==> src/hdl/fpu_pkg.sv <==
package fpu_pkg;

    ////////////////////////////////
    // single precision format
    ////////////////////////////////
    localparam int EXP_W   = 8;
    localparam int FRAC_W  = 23;
    localparam int WORD_W  = 1 + EXP_W + FRAC_W;   // sign, exponent, fraction
    localparam int MAN_W   = FRAC_W + 1;           // fraction plus hidden one

    ////////////////////////////////
    // extended mantissa
    ////////////////////////////////
    // bit 27 carry headroom, bit 26 hidden one, 25..3 fraction, 2..0 guard
    localparam int GUARD_W     = 3;
    localparam int EXT_W       = MAN_W + GUARD_W + 1;
    localparam int HIDDEN_BIT  = EXT_W - 2;
    localparam int SHIFT_W     = 5;
    localparam int ALIGN_LIMIT = 27;   // smaller mantissa is gone from here on

    // one cycle per stage, four stages
    localparam int PIPE_LAT = 4;

    typedef logic [EXP_W-1:0]   exp_t;
    typedef logic [EXT_W-1:0]   ext_t;
    typedef logic [SHIFT_W-1:0] shift_t;
    typedef logic [WORD_W-1:0]  word_t;

    typedef enum logic [0:0] {
        FPU_OP_ADD = 1'b0,   // a + b
        FPU_OP_SUB = 1'b1    // a - b
    } fpu_op_e;

endpackage

==> src/hdl/fpu_align_stage.sv <==
`timescale 1ns/1ns

module fpu_align_stage (
    input  logic              i_clk,
    input  logic              i_rst_n,
    input  logic              i_valid,
    input  fpu_pkg::fpu_op_e  i_op,
    input  fpu_pkg::word_t    i_a,
    input  fpu_pkg::word_t    i_b,
    output logic              o_valid,
    output fpu_pkg::fpu_op_e  o_op,
    output logic              o_sign_big,
    output logic              o_sign_small,
    output fpu_pkg::exp_t     o_exp_big,
    output fpu_pkg::ext_t     o_man_big,
    output fpu_pkg::ext_t     o_man_small
);

    logic                           sign_a, sign_b;
    fpu_pkg::exp_t                  exp_a, exp_b;
    logic [fpu_pkg::FRAC_W-1:0]     frac_a, frac_b;
    fpu_pkg::ext_t                  man_a, man_b;
    logic                           a_is_big;
    fpu_pkg::exp_t                  exp_big, exp_small, exp_diff;
    fpu_pkg::ext_t                  man_big, man_small, man_small_sh;

    //////////////////////////////
    // unpack
    //////////////////////////////
    assign sign_a = i_a[fpu_pkg::WORD_W-1];
    assign sign_b = i_b[fpu_pkg::WORD_W-1] ^ (i_op == fpu_pkg::FPU_OP_SUB);  // a - b is a + (-b)
    assign exp_a  = i_a[fpu_pkg::WORD_W-2 -: fpu_pkg::EXP_W];
    assign exp_b  = i_b[fpu_pkg::WORD_W-2 -: fpu_pkg::EXP_W];
    assign frac_a = i_a[fpu_pkg::FRAC_W-1:0];
    assign frac_b = i_b[fpu_pkg::FRAC_W-1:0];

    // headroom, hidden one, fraction, empty guard bits
    assign man_a = {1'b0, 1'b1, frac_a, {fpu_pkg::GUARD_W{1'b0}}};
    assign man_b = {1'b0, 1'b1, frac_b, {fpu_pkg::GUARD_W{1'b0}}};

    // exponent first, mantissa breaks the tie
    assign a_is_big = (exp_a > exp_b) || ((exp_a == exp_b) && (frac_a >= frac_b));

    assign exp_big   = a_is_big ? exp_a : exp_b;
    assign exp_small = a_is_big ? exp_b : exp_a;
    assign man_big   = a_is_big ? man_a : man_b;
    assign man_small = a_is_big ? man_b : man_a;
    assign exp_diff  = exp_big - exp_small;

    // bits shifted out are dropped, no sticky
    assign man_small_sh = (exp_diff >= fpu_pkg::ALIGN_LIMIT) ? '0 :
                          man_small >> exp_diff[fpu_pkg::SHIFT_W-1:0];

    //////////////////////////////
    // stage register
    //////////////////////////////
    always_ff @(posedge i_clk or negedge i_rst_n) begin
        if (!i_rst_n) begin
            o_valid <= 1'b0;
        end else begin
            o_valid <= i_valid;
        end
    end

    always_ff @(posedge i_clk) begin
        if (i_valid) begin
            o_op         <= i_op;
            o_sign_big   <= a_is_big ? sign_a : sign_b;
            o_sign_small <= a_is_big ? sign_b : sign_a;
            o_exp_big    <= exp_big;
            o_man_big    <= man_big;
            o_man_small  <= man_small_sh;
        end
    end

    // ordering must hold after the shift, or the ALU subtract goes negative
    a_small_le_big: assert property (@(posedge i_clk) disable iff (!i_rst_n)
        o_valid |-> (o_man_small <= o_man_big))
        else $error("align: small mantissa above big one");

endmodule

==> src/hdl/fpu_mant_alu_stage.sv <==
`timescale 1ns/1ns

module fpu_mant_alu_stage (
    input  logic              i_clk,
    input  logic              i_rst_n,
    input  logic              i_valid,
    input  fpu_pkg::fpu_op_e  i_op,
    input  logic              i_sign_big,
    input  logic              i_sign_small,
    input  fpu_pkg::exp_t     i_exp_big,
    input  fpu_pkg::ext_t     i_man_big,
    input  fpu_pkg::ext_t     i_man_small,
    output logic              o_valid,
    output logic              o_sign,
    output fpu_pkg::exp_t     o_exp,
    output fpu_pkg::ext_t     o_man
);

    fpu_pkg::fpu_op_e  eff_op;
    fpu_pkg::ext_t     man_res;

    // subtract flip is already in the small sign
    assign eff_op = (i_sign_big == i_sign_small) ? fpu_pkg::FPU_OP_ADD : fpu_pkg::FPU_OP_SUB;

    always_comb begin
        case (eff_op)
            fpu_pkg::FPU_OP_ADD: man_res = i_man_big + i_man_small;  // may set bit 27
            fpu_pkg::FPU_OP_SUB: man_res = i_man_big - i_man_small;  // never negative
            default:             man_res = '0;
        endcase
    end

    //////////////////////////////
    // stage register
    //////////////////////////////
    always_ff @(posedge i_clk or negedge i_rst_n) begin
        if (!i_rst_n) begin
            o_valid <= 1'b0;
        end else begin
            o_valid <= i_valid;
        end
    end

    always_ff @(posedge i_clk) begin
        if (i_valid) begin
            o_sign <= i_sign_big;   // big operand decides the sign
            o_exp  <= i_exp_big;
            o_man  <= man_res;
        end
    end

    // an unknown sign would pick the wrong mantissa operation
    a_op_known: assert property (@(posedge i_clk) disable iff (!i_rst_n)
        i_valid |-> !$isunknown({i_op, i_sign_big, i_sign_small}))
        else $error("alu: opcode or sign unknown on a valid item");

endmodule

==> src/hdl/fpu_normalize_stage.sv <==
`timescale 1ns/1ns

module fpu_normalize_stage (
    input  logic           i_clk,
    input  logic           i_rst_n,
    input  logic           i_valid,
    input  logic           i_sign,
    input  fpu_pkg::exp_t  i_exp,
    input  fpu_pkg::ext_t  i_man,
    output logic           o_valid,
    output logic           o_sign,
    output fpu_pkg::exp_t  o_exp,
    output fpu_pkg::ext_t  o_man
);

    fpu_pkg::shift_t  top_pos;     // leading one below the headroom bit
    fpu_pkg::shift_t  lshift;
    logic             man_zero;
    logic             sign_n;
    fpu_pkg::exp_t    exp_n;
    fpu_pkg::ext_t    man_n;

    //////////////////////////////
    // leading one detect
    //////////////////////////////
    always_comb begin
        top_pos = '0;
        for (int k = 0; k < fpu_pkg::EXT_W - 1; k++) begin
            if (i_man[k]) begin
                top_pos = fpu_pkg::shift_t'(k);   // last hit is the highest
            end
        end
    end

    assign man_zero = (i_man == '0);
    assign lshift   = fpu_pkg::shift_t'(fpu_pkg::HIDDEN_BIT) - top_pos;

    //////////////////////////////
    // shift and exponent adjust
    //////////////////////////////
    always_comb begin
        sign_n = i_sign;
        if (man_zero) begin
            sign_n = 1'b0;   // cancellation gives +0
            exp_n  = '0;
            man_n  = '0;
        end else if (i_man[fpu_pkg::EXT_W-1]) begin
            // carry out of the add, lowest guard bit is lost
            exp_n = i_exp + fpu_pkg::exp_t'(1);
            man_n = i_man >> 1;
        end else begin
            exp_n = i_exp - {{(fpu_pkg::EXP_W - fpu_pkg::SHIFT_W){1'b0}}, lshift};
            man_n = i_man << lshift;
        end
    end

    //////////////////////////////
    // stage register
    //////////////////////////////
    always_ff @(posedge i_clk or negedge i_rst_n) begin
        if (!i_rst_n) begin
            o_valid <= 1'b0;
        end else begin
            o_valid <= i_valid;
        end
    end

    always_ff @(posedge i_clk) begin
        if (i_valid) begin
            o_sign <= sign_n;
            o_exp  <= exp_n;
            o_man  <= man_n;
        end
    end

    // rounding expects the hidden one in place
    a_norm_form: assert property (@(posedge i_clk) disable iff (!i_rst_n)
        (o_valid && (o_man != '0)) |->
            (o_man[fpu_pkg::HIDDEN_BIT] && !o_man[fpu_pkg::EXT_W-1]))
        else $error("normalize: mantissa not in 01.x form");

endmodule

==> src/hdl/fpu_round_stage.sv <==
`timescale 1ns/1ns

module fpu_round_stage (
    input  logic            i_clk,
    input  logic            i_rst_n,
    input  logic            i_valid,
    input  logic            i_sign,
    input  fpu_pkg::exp_t   i_exp,
    input  fpu_pkg::ext_t   i_man,
    output logic            o_valid,
    output fpu_pkg::word_t  o_result
);

    logic                         round_up;
    logic [fpu_pkg::MAN_W:0]      man_rnd;     // one extra bit for the carry
    logic                         rnd_carry;
    fpu_pkg::exp_t                exp_r;
    logic [fpu_pkg::FRAC_W-1:0]   frac_r;
    fpu_pkg::word_t               result_n;

    // guard >= 100b means round half up
    assign round_up = i_man[fpu_pkg::GUARD_W-1];

    assign man_rnd = {1'b0, i_man[fpu_pkg::HIDDEN_BIT -: fpu_pkg::MAN_W]}
                   + {{fpu_pkg::MAN_W{1'b0}}, round_up};
    assign rnd_carry = man_rnd[fpu_pkg::MAN_W];

    // all-ones mantissa rolled over, so 1.0 at the next exponent
    assign exp_r  = rnd_carry ? i_exp + fpu_pkg::exp_t'(1) : i_exp;
    assign frac_r = man_rnd[fpu_pkg::FRAC_W-1:0];   // a carry leaves these zero

    assign result_n = (i_man == '0) ? '0 : {i_sign, exp_r, frac_r};

    //////////////////////////////
    // output register
    //////////////////////////////
    always_ff @(posedge i_clk or negedge i_rst_n) begin
        if (!i_rst_n) begin
            o_valid  <= 1'b0;
            o_result <= '0;
        end else begin
            o_valid <= i_valid;
            if (i_valid) begin
                o_result <= result_n;
            end
        end
    end

    // the downstream side samples o_valid every cycle
    a_valid_known: assert property (@(posedge i_clk) disable iff (!i_rst_n)
        !$isunknown(o_valid))
        else $error("round: o_valid unknown");

endmodule

==> src/hdl/fpu_addsub_pipe.sv <==
`timescale 1ns/1ns

module fpu_addsub_pipe (
    input  logic              i_clk,
    input  logic              i_rst_n,
    input  logic              i_valid,
    input  fpu_pkg::fpu_op_e  i_op,
    input  fpu_pkg::word_t    i_a,
    input  fpu_pkg::word_t    i_b,
    output logic              o_valid,
    output fpu_pkg::word_t    o_result
);

    //////////////////////////////
    // stage to stage wires
    //////////////////////////////
    logic              align_valid;
    fpu_pkg::fpu_op_e  align_op;
    logic              align_sign_big, align_sign_small;
    fpu_pkg::exp_t     align_exp_big;
    fpu_pkg::ext_t     align_man_big, align_man_small;

    logic              alu_valid, alu_sign;
    fpu_pkg::exp_t     alu_exp;
    fpu_pkg::ext_t     alu_man;

    logic              norm_valid, norm_sign;
    fpu_pkg::exp_t     norm_exp;
    fpu_pkg::ext_t     norm_man;

    fpu_align_stage i_fpu_align_stage (
        .i_clk        (i_clk),
        .i_rst_n      (i_rst_n),
        .i_valid      (i_valid),
        .i_op         (i_op),
        .i_a          (i_a),
        .i_b          (i_b),
        .o_valid      (align_valid),
        .o_op         (align_op),
        .o_sign_big   (align_sign_big),
        .o_sign_small (align_sign_small),
        .o_exp_big    (align_exp_big),
        .o_man_big    (align_man_big),
        .o_man_small  (align_man_small)
    );

    fpu_mant_alu_stage i_fpu_mant_alu_stage (
        .i_clk        (i_clk),
        .i_rst_n      (i_rst_n),
        .i_valid      (align_valid),
        .i_op         (align_op),
        .i_sign_big   (align_sign_big),
        .i_sign_small (align_sign_small),
        .i_exp_big    (align_exp_big),
        .i_man_big    (align_man_big),
        .i_man_small  (align_man_small),
        .o_valid      (alu_valid),
        .o_sign       (alu_sign),
        .o_exp        (alu_exp),
        .o_man        (alu_man)
    );

    fpu_normalize_stage i_fpu_normalize_stage (
        .i_clk        (i_clk),
        .i_rst_n      (i_rst_n),
        .i_valid      (alu_valid),
        .i_sign       (alu_sign),
        .i_exp        (alu_exp),
        .i_man        (alu_man),
        .o_valid      (norm_valid),
        .o_sign       (norm_sign),
        .o_exp        (norm_exp),
        .o_man        (norm_man)
    );

    fpu_round_stage i_fpu_round_stage (
        .i_clk        (i_clk),
        .i_rst_n      (i_rst_n),
        .i_valid      (norm_valid),
        .i_sign       (norm_sign),
        .i_exp        (norm_exp),
        .i_man        (norm_man),
        .o_valid      (o_valid),
        .o_result     (o_result)
    );

endmodule

==> config.mk <==
export PLATFORM = sky130hd
export DESIGN_NAME = fpu_addsub_pipe
export DESIGN_NICKNAME = d
export VERILOG_FILES = /design/src/hdl/fpu_pkg.sv /design/src/hdl/fpu_align_stage.sv /design/src/hdl/fpu_mant_alu_stage.sv /design/src/hdl/fpu_normalize_stage.sv /design/src/hdl/fpu_round_stage.sv /design/src/hdl/fpu_addsub_pipe.sv
export SDC_FILE = /design/constraint.sdc
export NUM_CORES = 1
export LEC_CHECK = 0
export BUFFER_PORTS_ARGS = -buffer_cell sky130_fd_sc_hd__buf_2
export CELL_PAD_IN_SITES_DETAIL_PLACEMENT = 1
export CELL_PAD_IN_SITES_GLOBAL_PLACEMENT = 2
export CORE_ASPECT_RATIO = 1.25
export CORE_MARGIN = 5
export CORE_UTILIZATION = 30
export DETAILED_ROUTE_END_ITERATION = 7
export PLACE_DENSITY = 0.73
export REMOVE_ABC_BUFFERS = 1
export SLEW_MARGIN = 20
export SYNTH_ARGS = -nofsm -noshare
export SYNTH_HDL_FRONTEND = slang
export SYNTH_SLANG_ARGS = --single-unit
==> constraint.sdc <==
create_clock -name i_clk -period 8.85 [get_ports i_clk]
set_input_delay 2.655 -clock i_clk [delete_from_list [all_inputs] [get_ports i_clk]]
set_output_delay 2.655 -clock i_clk [all_outputs]
set_load 0.01 [all_outputs]
=== Word-level counts from Yosys, hierarchy flattened ===
Index checks and enable logic that the tools add are counted.

* Bits in registers: 176
* Input bits: 68

* Mux-type cells: 38
* Shift-type cells: 2
* $add $sub $neg: 8
* Eq/ne operators: 2
* Reduce and logical (&&, ||, !) cells: 5
* Bitwise gates (word level): 1
* Magnitude comparators: 3

{| class="wikitable"
|+ Operator list
! operator !! number
|-
| $mux 5 || 25
|-
| $logic_not 28->1 || 2
|-
| $pmux 28 s2 || 1
|-
| $mux 26 || 2
|-
| $mux 32 || 1
|-
| $mux 8 || 4
|-
| $add 28x28->28 || 1
|-
| $shl 28x5->28 || 1
|-
| $shr 28x5->28 || 1
|-
| $sub 28x28->28 || 1
|-
| $mux 27 || 1
|-
| $add 24x1->25 || 1
|-
| $ge 23x23->1 || 1
|-
| $add 8x1->8 const B || 2
|-
| $eq 8x8->1 || 1
|-
| $ge 8x5->1 const B || 1
|-
| $gt 8x8->1 || 1
|-
| $sub 8x5->8 || 1
|-
| $sub 8x8->8 || 1
|-
| $sub 5x5->5 const A || 1
|-
| $mux 1 || 4
|-
| $reduce_or 2->1 || 1
|-
| $eq 1x1->1 || 1
|-
| $logic_and 1x1->1 || 1
|-
| other kinds (2) || 2
|}

=== Longest topological paths before layout ===
Gate-level depths: netlist of the first run.

* Depth in word-level cells: 29
* Gate-level depth with buffers: 26

=== Cells and area by module ===
From an unflattened synthesis of the first run, not the netlist that was laid out.

* Cells, all modules: 1,453
* Area, all modules: 14,014.7 µm²

{| class="wikitable"
|+ By module, submodules not included
! module !! instances !! cells each !! area each (µm²)
|-
| fpu_align_stage || 1 || 551 || 5,405.2
|-
| fpu_normalize_stage || 1 || 401 || 3,622.2
|-
| fpu_mant_alu_stage || 1 || 296 || 3,095.5
|-
| fpu_round_stage || 1 || 205 || 1,891.8
|}

=== Worst setup path before layout of the first run ===
Ideal clock, no wire load.

* Kind: in2reg
* Start: in i_b[28]
* End: reg i_fpu_align_stage.o_man_small[3], data pin
* Cell stages on the path: 17
* Required time: 8,698 ps
* Path slack: 2,349 ps
* Arrival: 6,349 ps
* Setup time: 152 ps
* Cells stage by stage: inv_1 -> ha_1 -> buf_2 -> nand4_1 -> o2111ai_2 -> nand3_2 -> o21ai_2 -> buf_6 -> mux2i_1 -> ha_1 -> clkinv_1 -> buf_1 -> buf_1 -> mux2i_1 -> mux2i_1 -> a2111o_1 -> a31oi_1

* Word-level cells in the longest chain between the ends: 6

{| class="wikitable"
|+ Ends and longest elaborated chain
! item !! RTL line !! text
|-
| start, declared || fpu_addsub_pipe.sv:9 || <nowiki>input fpu_pkg::word_t i_b,</nowiki>
|-
| branches (longest 6 deep; another with $gt 8x8->1) || n/a ||
|-
| end signal, assigned || fpu_align_stage.sv:72 || <nowiki>o_man_small <= man_small_sh;</nowiki>
|-
| end, declared || fpu_align_stage.sv:16 || <nowiki>output fpu_pkg::ext_t o_man_small</nowiki>
|}

Parallel ways; which one is timed is not known.
A chain may end at the register's enable or synchronous reset.

=== Worst setup path after layout of the first run ===
* Start: in i_a[23]
* End: reg i_fpu_align_stage.o_man_small[1], data pin

* Word-level cells in the longest chain between the ends: 6

{| class="wikitable"
|+ Ends and longest elaborated chain
! item !! RTL line !! text
|-
| start, declared || fpu_addsub_pipe.sv:8 || <nowiki>input fpu_pkg::word_t i_a,</nowiki>
|-
| branches (longest 6 deep; another with $gt 8x8->1) || n/a ||
|}

Parallel ways; which one is timed is not known.

==> flow_summary.ini, run 1 <==
[run_status]
status = complete, no violations

[logic_synthesis]
synth.most_common_cell = edfxtp_1
synth_area_um2 = 12900
synthMuxAreaShare_pct = 10.1
synthCells = 1364
ys_warn_count = 0
synth_compound_area_share_pct = 18.3
synth_edf_count = 134
synth_top_family_by_area = compound AO/OA/AOI/OAI gates
yosys-top-cells-count = 134 x edfxtp_1, 118 x nand2_1, 108 x nor2_1
ys.flop_type = edfxtp_1
ys_seq_area_share_pct = 38.2
synth-seq-cells = 170
ys_types = 78
synthXorXnorAreaFrac_pct = 6.58
netlist_top_cells_area = edfxtp_1 31%, dfrtp_1 7.0%, ha_1 6.9%
syn_area_per_cell_um2 = 9.45
synthSimpleGateAreaFrac_pct = 14.0
synthAdderAreaFrac_pct = 7.20
synth-async-reset-ratio_pct = 21.2
yosys.area.top_type = edfxtp_1
synth_top_area_share_pct = 31.2

[final_layout]
stdcell_count = 2013
antenna_cells = 0
area_growth_pct = 12.8
fin_nets = 1576
drive_above_1_share_pct = 13.8

[power_and_ir_drop]
clkPwrFrac_pct = 13.3
p_int_mw = 2.94
switching_share_pct = 45.7
comb_power_share_pct = 58.7
p_leak_nw = 5.88
p_sw_mw = 2.48
power_density_nw_per_um2 = 373
vdd_drop_max_v = 0.000137
seqPwrFrac_pct = 28.0

[setup_path]
arrival_ps = 8000
cp-end-kind = flip-flop
critPathMaxFanout = 28
critPathRequiredTime_ps = 9020
rr_startpoint = i_fpu_mant_alu_stage.o_man[3]$_DFFE_PP_
reg2reg_depth = 24
critPathKind = input pin to flip-flop
r2r_slack_ps = 3230
cp-start-kind = input pin
r2r_end = i_fpu_normalize_stage.o_exp[7]$_SDFFCE_PP0P_

[die]
die_area_um2 = 47200
core-area_um2 = 42800
fp.dieW_um = 195
num_rows = 85
initial_core_util_pct = 30.2
ios = 101
die_height_um = 242

[drt]
detail-route-antenna-nets = 0
vias = 10500
drt_iter0_drc = 408
drc = 0
viasPerCell = 5.20
drt_pre_antenna_iters = 5
wire_per_inst_um = 19.1
routed_wl_mm = 38.5

[clocking]
cts_sinks = 170
cts_tree = done
post_cts_resized = 0
post_cts_buffers = 0
cts_buffers = 17
clk_pin_slew_worst_paths_ps = 70
cts.path.max_buffers = 2
cts-root-buf = clkbuf_16
clk_latency_ps = 440
cts.htree.levels = 4
cts_hold_buf = 0

[global_routing]
antenna_found_initial = 0
grt_pass1_vias = 11400
grt_usage_pct = 16.1
overflow = 0
grt_start_max_net_pins = 65
grt_pass1_wl_mm = 61.7

[sta]
setup_viol = 0
worstMarginPinSlew_ps = 974
clock_skew_ps = 9.62
finalHoldViolCount = 0
drv_slew = 0
min_period_ps = 7830
rsz0062_at_grt = false
fin_crit_sh_pct = 88.5
max_freq_mhz = 128
fin_tns_setup_ps = 0
slew_headroom_pct = 35.0

[placed_design]
routabilityCongestion = 0.899
dp_cells = 1981
numPortBuffers = 100
hpwl_mm = 31.4

[hold_path]
worstHoldStart = i_fpu_align_stage.o_exp_big[4]$_DFFE_PP_
hold-path-endpoint = i_fpu_mant_alu_stage.o_exp[4]$_DFFE_PP_
worstHoldPathCells = 0
min_path_type = flip-flop to flip-flop

[job]
drv_cap = 0
==> routing by layer <==
metal  global-route usage, %  vias to the layer above  routed length (um)
met5                       0                        -                   0
met4                    5.88                        0                1360
met3                    2.46                       66                1040
met2                    31.1                      185               20900
met1                    17.6                     5042               15200
li1                        -                     5165                   -
==> placed cells by master, fill, tap and decap left out, drive strengths merged, types with 19 or more instances in the layout <==
master,Yosys,final
nand3,35,35
dfrtp,36,36
clkbuf,39,19
xor2,45,45
a211oi,20,20
xnor2,51,51
a21oi,84,84
nor2,108,108
buf,32,123
o21ai,68,68
o22ai,47,47
inv,105,107
nand2,118,118
edfxtp,134,134
mux2i,86,86
ha,71,71
nor3,40,40
==> through the flow <==
step           setup WS (ps)  area [um2]  util (%)  power [mW]  hold WS [ps]
5_1_grt                  848       14500      34.0        5.83           446
3_5_place_dp             528       14000      32.7        4.72           419
3_3_place_gp             560       14000      32.7        4.66           404
2_1_floorplan            310       12600         -        3.70           400
4_1_cts                  994       14500      34.0        5.47           444
6_report                1020       14500      34.0        5.42           436
==> power groups by stage <==
stage                     combinational (mW)  clock [mW]  sequential, mW
after global routing                    3.49       0.778            1.56
after floorplan                         2.22           0            1.48
after global placement                  3.14           0            1.52
after CTS                               3.20       0.745            1.52
after detailed placement                3.19           0            1.54
final                                   3.18       0.721            1.52
==> cell type report <==
| type | count | area, um2 |
|---|---|---|
| clock buffers | 19 | 433 |
| well taps | 565 | 707 |
| repair buffers | 123 | 673 |
| clock inverters | 13 | 125 |
| inverters | 107 | 402 |
| flip-flops and latches | 170 | 4920 |
| multi-input cells | 1016 | 7280 |
| fillers | 5026 | 28200 |
==> critical path: stages <==
cell and delay [ps]:
buf_2 90, inv_1 60, ha_1 270, buf_4 320
nand4_1 150, nor3_1 610, o221ai_1 550, nand3_2 290
o21ai_4 80, mux2i_1 160, ha_1 610, clkinv_1 610
mux4_2 670, and2_1 180, a211oi_1 290, a211oi_1 110
o21ai_0 190, a21oi_1 80
==> registers in the layout, summed over array words and instances, names as in the netlist, 8 cells and up <==
| signal | count |
|---|---|
| i_fpu_align_stage.o_man_big | 23 |
| i_fpu_mant_alu_stage.o_exp | 8 |
| i_fpu_mant_alu_stage.o_man | 28 |
| i_fpu_align_stage.o_exp_big | 8 |
| i_fpu_align_stage.o_man_small | 27 |
| i_fpu_normalize_stage.o_exp | 8 |
| i_fpu_normalize_stage.o_man | 28 |
| i_fpu_round_stage.o_result | 32 |
==> worst max-delay path by stage <==
| stage | from | to | slack [ps] | depth (start not counted) |
|---|---|---|---|---|
| after floorplan | i_a[23] | i_fpu_align_stage.o_man_small[8]$_SDFFCE_PP0P_ | 310 | 16 |
| after global placement | i_b[25] | i_fpu_align_stage.o_man_small[5]$_SDFFCE_PP0P_ | 560 | 18 |
| after detailed placement | i_a[23] | i_fpu_align_stage.o_man_small[1]$_SDFFCE_PP0P_ | 530 | 18 |
| after CTS | i_a[23] | i_fpu_align_stage.o_man_small[1]$_SDFFCE_PP0P_ | 990 | 18 |
| after global routing | i_a[23] | i_fpu_align_stage.o_man_small[1]$_SDFFCE_PP0P_ | 850 | 18 |
| final | i_a[23] | i_fpu_align_stage.o_man_small[1]$_SDFFCE_PP0P_ | 1020 | 18 |
==> cell families after synthesis <==
group	after synthesis
multiplexers	107
buffers and inverters	178
XOR/XNOR	96
AND/OR/NAND/NOR	389
AO/OA/AOI/OAI	351
adder cells (fa/ha/maj)	73
flip-flops	170
Power figures use the tool's default switching activity.
==> run 2: changes to the inputs <==
Settings changed: CORE_ASPECT_RATIO 1.25 to not set, CORE_MARGIN 5 to not set.
==> flow_summary.ini, run 2 (same netlist as run 1, synthesis figures left out) <==
[die]
die_area_um2 = 43800
initial_core_util_pct = 30.6
num_rows = 75
die_height_um = 209
core-area_um2 = 42100
fp.dieW_um = 209
ios = 101

[sta]
rsz0062_at_grt = false
hold_slack_ps = 423
min_period_ps = 7540
worstMarginPinSlew_ps = 961
clock_skew_ps = 17.1
setup_viol = 0
drv_slew = 0
max_freq_mhz = 133
slew_headroom_pct = 35.8
fin_crit_sh_pct = 85.1
finalHoldViolCount = 0
fin_tns_setup_ps = 0

[clocking]
clk_pin_slew_worst_paths_ps = 70
cts.path.max_buffers = 2
post_cts_buffers = 0
cts-root-buf = clkbuf_16
cts_hold_buf = 0
cts_sinks = 170
post_cts_resized = 0
cts_tree = done
cts_buffers = 17
clk_latency_ps = 440
cts.htree.levels = 4

[global_routing]
grt_usage_pct = 17.9
antenna_found_initial = 0
grt_pass1_wl_mm = 61.5
top_usage_layer = met2
use_met2_pct = 32.4
met3_usage_pct = 1.99
grt_pass1_vias = 10900
overflow = 0
grt_start_max_net_pins = 65
use_met1_pct = 21.9

[drt]
drt_pre_antenna_iters = 6
drc = 0
wire_per_inst_um = 19.2
detail-route-antenna-nets = 0
drt_iter0_drc = 562
viasPerCell = 5.30
routed_wl_mm = 38.2
vias = 10500

[final_layout]
area_growth_pct = 12.5
top_regs = i_fpu_round_stage.o_result: 32 flops, i_fpu_mant_alu_stage.o_man: 28 flops, i_fpu_normalize_stage.o_man: 28 flops
antenna_cells = 0
drive_above_1_share_pct = 14.1
largest-register = i_fpu_round_stage.o_result
final_common_cell = edfxtp_1
fillCellCount = 4855
fin_nets = 1577
final_cell_area_um2 = 14500
final_cell_mix = 134 x edfxtp_1, 118 x nand2_1, 108 x nor2_1, 104 x inv_1, 100 x buf_2
largest_reg_flops = 32
final_util_pct = 34.4

[power_and_ir_drop]
switching_share_pct = 46.2
p_sw_mw = 2.49
p_int_mw = 2.90
power_density_nw_per_um2 = 372
p_leak_nw = 5.87
comb_power_share_pct = 58.9
clkPwrFrac_pct = 12.9
seqPwrFrac_pct = 28.2
vdd_drop_max_v = 0.000164

[placed_design]
numPortBuffers = 100
routabilityCongestion = 0.906
hpwl_mm = 30.7
placedInstanceArea_um2 = 14000

[setup_path]
critPathRequiredTime_ps = 9010
critPathMaxFanout = 28
critPathKind = input pin to flip-flop
cp-start-kind = input pin
critPathSlowestCell = clkinv_1
cp_cell_sequence = buf_2, inv_1, ha_1, buf_4, nand4_1, nor3_1, o221ai_1, nand3_2, o21ai_4, mux2i_1, ha_1, clkinv_1, nand2_1, o22ai_1, nor2_1, mux2i_1, a221oi_1, a211oi_2
arrival_ps = 7690
rr_startpoint = i_fpu_mant_alu_stage.o_man[3]$_DFFE_PP_
critPathMaxStageDelay_ps = 590
cp-startpoint = i_a[23]
cp-end-kind = flip-flop

[hold_path]
min_path_type = flip-flop to flip-flop
worstHoldStart = i_fpu_align_stage.o_exp_big[2]$_DFFE_PP_

[job]
drv_cap = 0

[run_status]
status = complete, no violations
[run 2: final cells by class]
class / count / area (um2) / share of cell area, %
inverter: 107 / 402 / 2.77
clock buffer: 19 / 443 / 3.06
clock inverter: 13 / 95.1 / 0.656
tap: 539 / 674 / 4.65
multi-input combinational: 1016 / 7280 / 50.2
timing repair buffer: 124 / 681 / 4.69
sequential: 170 / 4920 / 34.0
[run 2: power by group through the flow]
stage | logic, mW | clock network (mW) | registers [mW]
after floorplan | 2.22 | 0 | 1.48
after global placement | 3.14 | 0 | 1.54
after detailed placement | 3.17 | 0 | 1.55
after CTS | 3.19 | 0.718 | 1.53
after global routing | 3.49 | 0.744 | 1.57
final | 3.18 | 0.694 | 1.52
[run 2: worst paths after layout]
kind / to / slack, ps / cells after the start
worst min register to register: i_fpu_mant_alu_stage.o_exp[2]$_DFFE_PP_ / 420 / 0
worst min-delay path: i_fpu_mant_alu_stage.o_exp[2]$_DFFE_PP_ / 420 / 0
worst max register to register: i_fpu_normalize_stage.o_exp[7]$_SDFFCE_PP0P_ / 3180 / 24
worst max-delay path: i_fpu_align_stage.o_man_small[6]$_SDFFCE_PP0P_ / 1310 / 18
max in group asynchronous: i_fpu_round_stage.o_result[17]$_DFFE_PN0P_ / 6010 / 1
min in group asynchronous: i_fpu_round_stage.o_result[26]$_DFFE_PN0P_ / 2310 / 1
[run 2: worst max-delay path, delay by kind of cell]
| family | cells | cell delay, ps |
|---|---|---|
| fa+ha+maj | 2 | 860 |
| mux | 2 | 290 |
| buf+inv | 4 | 1050 |
| simple gates | 5 | 1660 |
| compound gates | 5 | 1150 |
[run 2: metal layers]
metal | share of wire (%) | vias to the layer above
met5 | 0 | -
met4 | 2.5 | 0
met3 | 1.9 | 41
met2 | 52 | 160
met1 | 44 | 5153
li1 | - | 5191
[run 2: stage by stage]
stage	worst slack, ps	instances	total power [mW]
3_5_place_dp	746	1956	4.72
6_report	1310	1988	5.40
2_1_floorplan	310	1293	3.70
4_1_cts	1210	1988	5.43
3_3_place_gp	901	1956	4.67
5_1_grt	1000	1988	5.81
